--- src/logic/instrDecPkg.sv ---
package instrDecPkg;

    // ----------------------------------------
    // Widths
    // ----------------------------------------
    localparam int opcodeWidth = 7;         // Opcode field
    localparam int aluOpWidth  = 6;         // ALU operation code
    localparam int opcodeCount = 97;        // Opcode slots 0..96, NOP included

    // ----------------------------------------
    // Opcodes, numbering of the original ISA
    // ----------------------------------------
    localparam logic [opcodeWidth-1:0]
        opLod   = 7'd0,                     // Load acc from memory
        opPLod  = 7'd1,                     // Push, then load
        opLdi   = 7'd2,                     // Indirect load
        opIli   = 7'd3,                     // Indirect load, bit-reversed address
        opSet   = 7'd4,                     // Store acc to memory
        opSetP  = 7'd5,                     // Store, then pop
        opSti   = 7'd6,                     // Indirect store
        opIsi   = 7'd7,                     // Indirect store, bit-reversed address
        opPsh   = 7'd8,
        opPop   = 7'd9,
        opInn   = 7'd10,                    // Input port read
        opPInn  = 7'd12,                    // Push, then input
        opOut   = 7'd14,                    // Output port write
        opAdd   = 7'd19,
        opSAdd  = 7'd20,                    // Stack operand form
        opMlt   = 7'd23,
        opSMlt  = 7'd24,
        opDiv   = 7'd27,
        opSDiv  = 7'd28,
        opMod   = 7'd31,
        opSMod  = 7'd32,
        opSgn   = 7'd33,                    // Copy sign of one operand onto the other
        opSSgn  = 7'd34,
        opNeg   = 7'd37,                    // Two's complement of acc
        opNegM  = 7'd38,                    // Same on memory operand
        opPNegM = 7'd39,                    // Push, then memory form
        opAbs   = 7'd43,
        opAbsM  = 7'd44,
        opPAbsM = 7'd45,
        opPst   = 7'd49,                    // Clamp negative to zero
        opPstM  = 7'd50,
        opPPstM = 7'd51,
        opNrm   = 7'd55,                    // Divide by constant
        opNrmM  = 7'd56,
        opPNrmM = 7'd57,
        opAnd   = 7'd64,
        opSAnd  = 7'd65,
        opOrr   = 7'd66,
        opSOrr  = 7'd67,
        opXor   = 7'd68,
        opSXor  = 7'd69,
        opInv   = 7'd70,                    // Bitwise invert
        opInvM  = 7'd71,
        opPInvM = 7'd72,
        opLan   = 7'd73,                    // Logical and
        opSLan  = 7'd74,
        opLor   = 7'd75,                    // Logical or
        opSLor  = 7'd76,
        opLin   = 7'd77,                    // Logical not
        opLinM  = 7'd78,
        opPLinM = 7'd79,
        opLes   = 7'd80,
        opSLes  = 7'd81,
        opGre   = 7'd84,
        opSGre  = 7'd85,
        opEqu   = 7'd88,
        opSEqu  = 7'd89,
        opShl   = 7'd90,
        opSShl  = 7'd91,
        opShr   = 7'd92,
        opSShr  = 7'd93,
        opSrs   = 7'd94,                    // Arithmetic shift right
        opSSrs  = 7'd95,
        opNop   = 7'd96;                    // Holds the ALU code

    // ----------------------------------------
    // ALU operation codes
    // ----------------------------------------
    localparam logic [aluOpWidth-1:0]
        aluPass = 6'd0,                     // No ALU work
        aluLoad = 6'd1,
        aluAdd  = 6'd2,
        aluMlt  = 6'd4,
        aluDiv  = 6'd6,
        aluMod  = 6'd8,
        aluSgn  = 6'd9,
        aluNeg  = 6'd11,
        aluNegM = 6'd12,
        aluAbs  = 6'd15,
        aluAbsM = 6'd16,
        aluPst  = 6'd19,
        aluPstM = 6'd20,
        aluNrm  = 6'd23,
        aluNrmM = 6'd24,
        aluAnd  = 6'd29,
        aluOrr  = 6'd30,
        aluXor  = 6'd31,
        aluInv  = 6'd32,
        aluInvM = 6'd33,
        aluLan  = 6'd34,
        aluLor  = 6'd35,
        aluLin  = 6'd36,
        aluLinM = 6'd37,
        aluLes  = 6'd38,
        aluGre  = 6'd40,
        aluEqu  = 6'd42,
        aluShl  = 6'd43,
        aluShr  = 6'd44,
        aluSrs  = 6'd45;

    // ----------------------------------------
    // Implemented-instruction mask
    // ----------------------------------------
    // Everything is on except float opcodes and the flow-control slots 15..18
    function automatic logic [opcodeCount-1:0] buildEnable();
        logic [opcodeCount-1:0] mask;
        mask = '1;
        mask[11] = 1'b0;                    // F_INN
        mask[13] = 1'b0;                    // PF_INN
        for (int i = 15; i <= 18; i++) begin
            mask[i] = 1'b0;                 // Handled by prefetch, not here
        end
        mask[22:21] = 2'b00;                // Float add
        mask[26:25] = 2'b00;                // Float mult
        mask[30:29] = 2'b00;                // Float div
        mask[36:35] = 2'b00;                // Float sign
        mask[42:40] = 3'b000;               // Float neg
        mask[48:46] = 3'b000;               // Float abs
        mask[54:52] = 3'b000;               // Float pst
        mask[63:58] = 6'b000000;            // I2F and F2I forms
        mask[83:82] = 2'b00;                // Float less-than
        mask[87:86] = 2'b00;                // Float greater-than
        return mask;
    endfunction

    localparam logic [opcodeCount-1:0] instrEnable = buildEnable();

endpackage

--- src/logic/opcodeMatch.sv ---
`timescale 1ns/10ps

module opcodeMatch import instrDecPkg::*; (
    input  logic [opcodeWidth-1:0] opcode,      // Raw opcode from fetch
    output logic [opcodeCount-1:0] matchVec     // One-hot, bit index = opcode value
);

    // ----------------------------------------
    // Gated one-hot decode
    // ----------------------------------------
    // Values 97..127 have no slot, so they leave the vector all zero
    for (genvar i = 0; i < opcodeCount; i++) begin : gMatch
        if (instrEnable[i]) begin : gOn
            assign matchVec[i] = (opcode == opcodeWidth'(i));  // Implemented slot
        end else begin : gOff
            assign matchVec[i] = 1'b0;                          // Dropped or reserved
        end
    end

endmodule

--- src/logic/ctrlStrobes.sv ---
`timescale 1ns/10ps

module ctrlStrobes import instrDecPkg::*; (
    input  logic [opcodeCount-1:0] matchVec,    // One-hot opcode match
    output logic                   push,        // Data stack push
    output logic                   pop,         // Data stack pop
    output logic                   memWr,       // Data memory write
    output logic                   reqIn,       // Input port request
    output logic                   outEn,       // Output port enable
    output logic                   ldi,         // Indirect load
    output logic                   sti,         // Indirect store
    output logic                   fft          // Bit-reversed indirect address
);

    // ----------------------------------------
    // Stack control
    // ----------------------------------------
    assign push = matchVec[opPLod]  | matchVec[opPsh]   | matchVec[opPInn]  |
                  matchVec[opPNegM] | matchVec[opPAbsM] | matchVec[opPPstM] |
                  matchVec[opPNrmM] | matchVec[opPInvM] | matchVec[opPLinM];  // P_ forms

    // Stores that consume the stack top, POP itself, and all S_ operand forms
    assign pop  = matchVec[opSetP]  | matchVec[opSti]   | matchVec[opIsi]   |
                  matchVec[opPop]   |
                  matchVec[opSAdd]  | matchVec[opSMlt]  | matchVec[opSDiv]  |
                  matchVec[opSMod]  | matchVec[opSSgn]  |
                  matchVec[opSAnd]  | matchVec[opSOrr]  | matchVec[opSXor]  |
                  matchVec[opSLan]  | matchVec[opSLor]  |
                  matchVec[opSLes]  | matchVec[opSGre]  | matchVec[opSEqu]  |
                  matchVec[opSShl]  | matchVec[opSShr]  | matchVec[opSSrs];

    // ----------------------------------------
    // Memory and I/O
    // ----------------------------------------
    assign memWr = matchVec[opSet] | matchVec[opSetP] |
                   matchVec[opSti] | matchVec[opIsi];       // Direct and indirect stores

    assign reqIn = matchVec[opInn] | matchVec[opPInn];      // Integer input only
    assign outEn = matchVec[opOut];

    // ----------------------------------------
    // Indirect addressing
    // ----------------------------------------
    assign ldi = matchVec[opLdi] | matchVec[opIli];         // Address from acc on load
    assign sti = matchVec[opSti] | matchVec[opIsi];         // Address from acc on store
    assign fft = matchVec[opIli] | matchVec[opIsi];         // Reverse address bits, FFT order

endmodule

--- src/logic/aluOpEncoder.sv ---
`timescale 1ns/10ps

module aluOpEncoder import instrDecPkg::*; (
    input  logic                   clk,
    input  logic                   rstN,        // Sync, active low
    input  logic [opcodeCount-1:0] matchVec,    // One-hot opcode match
    output logic [aluOpWidth-1:0]  aluOp        // Registered ALU code
);

    logic [aluOpWidth-1:0] aluNext;             // Code for the current opcode

    // ----------------------------------------
    // Match vector to ALU code
    // ----------------------------------------
    // matchVec is one-hot or zero, so item order does not matter
    always_comb begin
        case (1'b1)
            matchVec[opLod], matchVec[opPLod],
            matchVec[opLdi], matchVec[opIli],
            matchVec[opSetP], matchVec[opPop]:    aluNext = aluLoad;  // Acc takes operand
            matchVec[opAdd], matchVec[opSAdd]:    aluNext = aluAdd;
            matchVec[opMlt], matchVec[opSMlt]:    aluNext = aluMlt;
            matchVec[opDiv], matchVec[opSDiv]:    aluNext = aluDiv;
            matchVec[opMod], matchVec[opSMod]:    aluNext = aluMod;
            matchVec[opSgn], matchVec[opSSgn]:    aluNext = aluSgn;
            matchVec[opNeg]:                      aluNext = aluNeg;
            matchVec[opNegM], matchVec[opPNegM]:  aluNext = aluNegM;  // Memory operand
            matchVec[opAbs]:                      aluNext = aluAbs;
            matchVec[opAbsM], matchVec[opPAbsM]:  aluNext = aluAbsM;
            matchVec[opPst]:                      aluNext = aluPst;
            matchVec[opPstM], matchVec[opPPstM]:  aluNext = aluPstM;
            matchVec[opNrm]:                      aluNext = aluNrm;
            matchVec[opNrmM], matchVec[opPNrmM]:  aluNext = aluNrmM;
            matchVec[opAnd], matchVec[opSAnd]:    aluNext = aluAnd;
            matchVec[opOrr], matchVec[opSOrr]:    aluNext = aluOrr;
            matchVec[opXor], matchVec[opSXor]:    aluNext = aluXor;
            matchVec[opInv]:                      aluNext = aluInv;
            matchVec[opInvM], matchVec[opPInvM]:  aluNext = aluInvM;
            matchVec[opLan], matchVec[opSLan]:    aluNext = aluLan;
            matchVec[opLor], matchVec[opSLor]:    aluNext = aluLor;
            matchVec[opLin]:                      aluNext = aluLin;
            matchVec[opLinM], matchVec[opPLinM]:  aluNext = aluLinM;
            matchVec[opLes], matchVec[opSLes]:    aluNext = aluLes;
            matchVec[opGre], matchVec[opSGre]:    aluNext = aluGre;
            matchVec[opEqu], matchVec[opSEqu]:    aluNext = aluEqu;
            matchVec[opShl], matchVec[opSShl]:    aluNext = aluShl;
            matchVec[opShr], matchVec[opSShr]:    aluNext = aluShr;
            matchVec[opSrs], matchVec[opSSrs]:    aluNext = aluSrs;
            default:                              aluNext = aluPass;  // Stores, I/O, none
        endcase
    end

    // ----------------------------------------
    // Output register with NOP hold
    // ----------------------------------------
    always_ff @(posedge clk) begin
        if (!rstN) begin
            aluOp <= aluPass;                   // Idle code out of reset
        end else if (!matchVec[opNop]) begin
            aluOp <= aluNext;                   // NOP keeps the previous code
        end
    end

endmodule

--- src/logic/instrDec.sv ---
`timescale 1ns/10ps

module instrDec import instrDecPkg::*; (
    input  logic                   clk,
    input  logic                   rstN,        // Sync, active low
    input  logic [opcodeWidth-1:0] opcode,      // New opcode every cycle
    output logic                   push,        // Combinational strobes
    output logic                   pop,
    output logic                   memWr,
    output logic                   reqIn,
    output logic                   outEn,
    output logic                   ldi,
    output logic                   sti,
    output logic                   fft,
    output logic [aluOpWidth-1:0]  aluOp        // One cycle after opcode
);

    logic [opcodeCount-1:0] matchVec;           // Shared one-hot decode

    // ----------------------------------------
    // Decode stages
    // ----------------------------------------
    opcodeMatch uMatch (
        .opcode   (opcode),
        .matchVec (matchVec)
    );

    ctrlStrobes uStrobes (
        .matchVec (matchVec),
        .push     (push),
        .pop      (pop),
        .memWr    (memWr),
        .reqIn    (reqIn),
        .outEn    (outEn),
        .ldi      (ldi),
        .sti      (sti),
        .fft      (fft)
    );

    aluOpEncoder uAluOp (
        .clk      (clk),
        .rstN     (rstN),
        .matchVec (matchVec),
        .aluOp    (aluOp)
    );

endmodule

--- config.mk ---
export PLATFORM = sky130hd
export DESIGN_NAME = instrDec
export DESIGN_NICKNAME = d
export VERILOG_FILES = /design/src/logic/instrDecPkg.sv /design/src/logic/opcodeMatch.sv /design/src/logic/ctrlStrobes.sv /design/src/logic/aluOpEncoder.sv /design/src/logic/instrDec.sv
export SDC_FILE = /design/constraint.sdc
export NUM_CORES = 1
export LEC_CHECK = 0
export BUFFER_PORTS_ARGS = -buffer_cell sky130_fd_sc_hd__buf_2
export CORE_ASPECT_RATIO = 1.2
export CORE_UTILIZATION = 30
export CTS_CLUSTER_DIAMETER = 120
export DETAILED_ROUTE_END_ITERATION = 7
export GPL_TIMING_DRIVEN = 0
export PLACE_DENSITY = 0.6
export SKIP_CTS_REPAIR_TIMING = 1
export SLEW_MARGIN = 5
export SYNTH_ARGS = -nofsm -noshare
export SYNTH_HDL_FRONTEND = slang
export SYNTH_SLANG_ARGS = --single-unit
--- constraint.sdc ---
create_clock -name clk -period 3.4 [get_ports clk]
set_input_delay 0.34 -clock clk [delete_from_list [all_inputs] [get_ports clk]]
set_output_delay 0.34 -clock clk [all_outputs]
set_load 0.02 [all_outputs]
==> summary.txt <==
Outcome
  – Status: complete, but fails checks
  – Failing checks: DRC

Place
  – DP Cell Count: 218
  – Placed standard-cell area: 1270 µm²
  – Number of port buffers: 22
  – RePlAce Congestion: slightly above 0.9
  – Hpwl dp: 2760 µm
  – Pre-CTS WS: 1250 ps

Power and ir drop
  – Worst vdd ir: around 0.1 mV
  – Psw: 0.000116 W
  – Leakage power: 0.498 nW
  – Power Density: 240 nW/µm²
  – Internal power: ~0.0002 W
  – Reg power frac: 24.3%
  – Clk pwr share: 34.2%
  – Sw Ratio: 36.8%
  – Combinational share of power: 41.5%

Synthesis
  – Synth warn: 0
  – Cell Area, Synth: around 1100 µm²
  – Commonest cells post-synth: nor2_1, nand2_1, nor3_1
  – Syn Inst Count: 159
  – Async set or reset register ratio after synthesis: 0%
  – Largest cells by area after synthesis: dfxtp_1, nor3_1, nor2_1
  – Post-synth top area cell: dfxtp_1
  – Top cell type's share of synthesized area: 10.8%
  – Most frequent cell after synthesis: nor2_1
  – Register area share after synthesis: 10.8%
  – Synth Flop Type: dfxtp_1
  – Avg Inst Size Synth: 7.00 µm²
  – Cell variety after synth: 58
  – FF+latch count, synth: 6
  – Post-Syn Nets: 168
  – EDFF count, synth: 0

CTS
  – CTS HTree Levels: 1
  – TritonCTS Buffers: 3
  – TritonCTS clock tree: done
  – Clock buffer depth: 2
  – CTS Sinks: 6
  – Clk pin slew, worst setup/hold paths: 30 ps
  – CTS root buf: clkbuf_8
  – Worst-Skew Late Latency: 220 ps

Detailed routing
  – WL final: 3710 µm
  – WL/cell: approximately 17 µm
  – Detailed router's first-iteration violation count: just over 70
  – Post-route ant nets: 0
  – Vias per std cell: around 6
  – DR vias: about 1.3k
  – DR pass1 iterations: 6
  – DRC: 1

STA
  – Layout Skew: 0 ps
  – FMAX: 460 MHz
  – Worst slew pin tran: 516 ps
  – Slew headroom: 65.6%
  – Setup TNS: 0 ps
  – Final setup fails: 0
  – Min Tclk post-route: 2180 ps
  – Tcrit/Tclk final: 64.0%
  – RSZ-0062 raised after global routing: no
  – Final Max Tran Viols: 0
  – Fin. Hold Viols: 0
  – Final WS setup: 1220 ps

Floorplan
  – Core footprint: 3450 µm²
  – Die height: 68.7 µm
  – Die Span X: 57.6 µm
  – Initial Util: 32.2%
  – Die ar.: 3960 µm²
  – IO Pins: 23
  – # rows: 23

Layout
  – Final nets: 195
  – Top reg by flops: uAluOp.aluOp
  – Final std cells w/o fill: roughly 220
  – Synth-to-Final Area Change: 17.8%
  – Antenna cell count: 0
  – Share of layout cells above drive strength 1: 26.6%
  – Biggest regs: uAluOp.aluOp x6
  – Final Cell Area: 1310 µm²
  – Largest register FFs: 6

Critical path
  – Worst reg2reg path startpoint: uAluOp.aluOp[3]$_SDFFE_PN0P_
  – Worst r2r dst: uAluOp.aluOp[3]$_SDFFE_PN0P_
  – CP endpoint kind: output pin
  – Register-to-Register Path Depth: 3
  – Internal reg-to-reg setup slack: 2450 ps
  – CP Launch Type: input pin
  – CP Data Arrival Time: approximately 1800 ps
  – WS Path Type: in -> out
  – CP required: 3060 ps
  – Largest fanout on the critical path: 10

Worst hold path
  – Hold Crit Class: in -> reg
  – Hold Crit Start: rstN
  – Hold Path End: uAluOp.aluOp[5]$_SDFFE_PN0P_
  – Worst Hold Path Cells: 3

GRT
  – Initial antenna violation count: 0
  – Number of global-route vias before repair: 1237
  – Total GRT Usage: roughly 20%
  – First-pass GRT wire length: 5980 µm
  – Grt ovf: 0
  – Largest net degree at the start of global routing: 11

Job
  – Max-Cap Viols: 0
## power by group through the flow
stage / clock (W) / combinational [W] / sequential, W
6_report: 0.000108 / 0.000130 / 0.0000762
5_1_grt: 0.000116 / 0.000142 / 0.0000765
4_1_cts: 0.000109 / 0.000128 / 0.0000762
3_5_place_dp: 0 / 0.000128 / 0.0000773
3_3_place_gp: 0 / 0.000128 / 0.0000772
2_1_floorplan: 0 / 0.0000871 / 0.0000818
## cells by family after synthesis
| group | after synthesis | synth area share (%) |
|---|---|---|
| and+or+nand+nor | 82 | 44.4 |
| xor gates and xnor gates | 5 | 3.93 |
| DFF | 6 | 10.8 |
| buffers and inverters | 21 | 12.1 |
| muxes | 1 | 0.899 |
| AOI/OAI and AO/OA | 44 | 27.9 |
## layer usage
| layer | share of wire, % | global-route usage [%] |
|---|---|---|
| met1 | 45 | 26.1 |
| met2 | 46 | 33.3 |
| met3 | 7.0 | 2.61 |
| met4 | 1.8 | 5.18 |
| met5 | 0 | 0 |
## worst max path at each step
stage,end,from,slack (ps)
floorplan,reqIn,opcode[4],1420
global placement,outEn,opcode[4],1250
detailed placement,outEn,opcode[4],1250
CTS,outEn,opcode[4],1250
global route,outEn,opcode[4],1180
finish,outEn,opcode[4],1220
## cell type report
type                            count  area, µm²
Fill cell                         378       2140
Multi-Input combinational cell    132        858
Buffer                             18        124
Sequential cell                     6        120
Timing Repair Buffer               22        110
Tap cell                           37       46.3
Clock buffer                        3       41.3
Inverter                            3       11.3
## per-stage QoR
step | total power, W | hold WS [ps] | utilization [%]
2_1_floorplan | 0.000169 | 465 | -
3_5_place_dp | 0.000205 | 444 | 36.8
3_3_place_gp | 0.000206 | 438 | 36.8
4_1_cts | 0.000313 | 362 | 38.0
5_1_grt | 0.000335 | 362 | 38.0
6_report | 0.000314 | 358 | 38.0
## worst max-delay path, cell delays in order
cell	delay, ps
buf_2	120
buf_2	190
buf_2	220
or3_1	500
nor4b_2	270
buf_2	200
## cell usage in the layout (no fill, tap or decap), types with 2 or more instances in the layout
cell type	synthesis	routed
buf_2	9	31
nor2_1	13	13
nand2_1	11	11
nor3_1	10	10
a21oi_1	9	9
nand2b_1	6	6
dfxtp_1	6	6
nor3b_1	5	5
a31oi_1	5	5
nand3_1	4	4
nor2b_1	4	4
nand4_1	4	4
buf_6	3	3
buf_4	3	3
or3b_1	3	3
a211oi_1	3	3
xnor2_1	3	3
o21ai_0	3	3
nor4_1	3	3
o21ai_1	3	3
clkbuf_8	0	3
clkbuf_1	2	2
or3_1	2	2
inv_1	2	2
o21bai_1	2	2
or2_1	2	2
a221oi_1	2	2
nand3b_1	2	2
a41oi_1	2	2
xor2_1	2	2
o22ai_1	2	2
and4_1	2	2
Note: power is estimated with default switching activity, not from simulation.
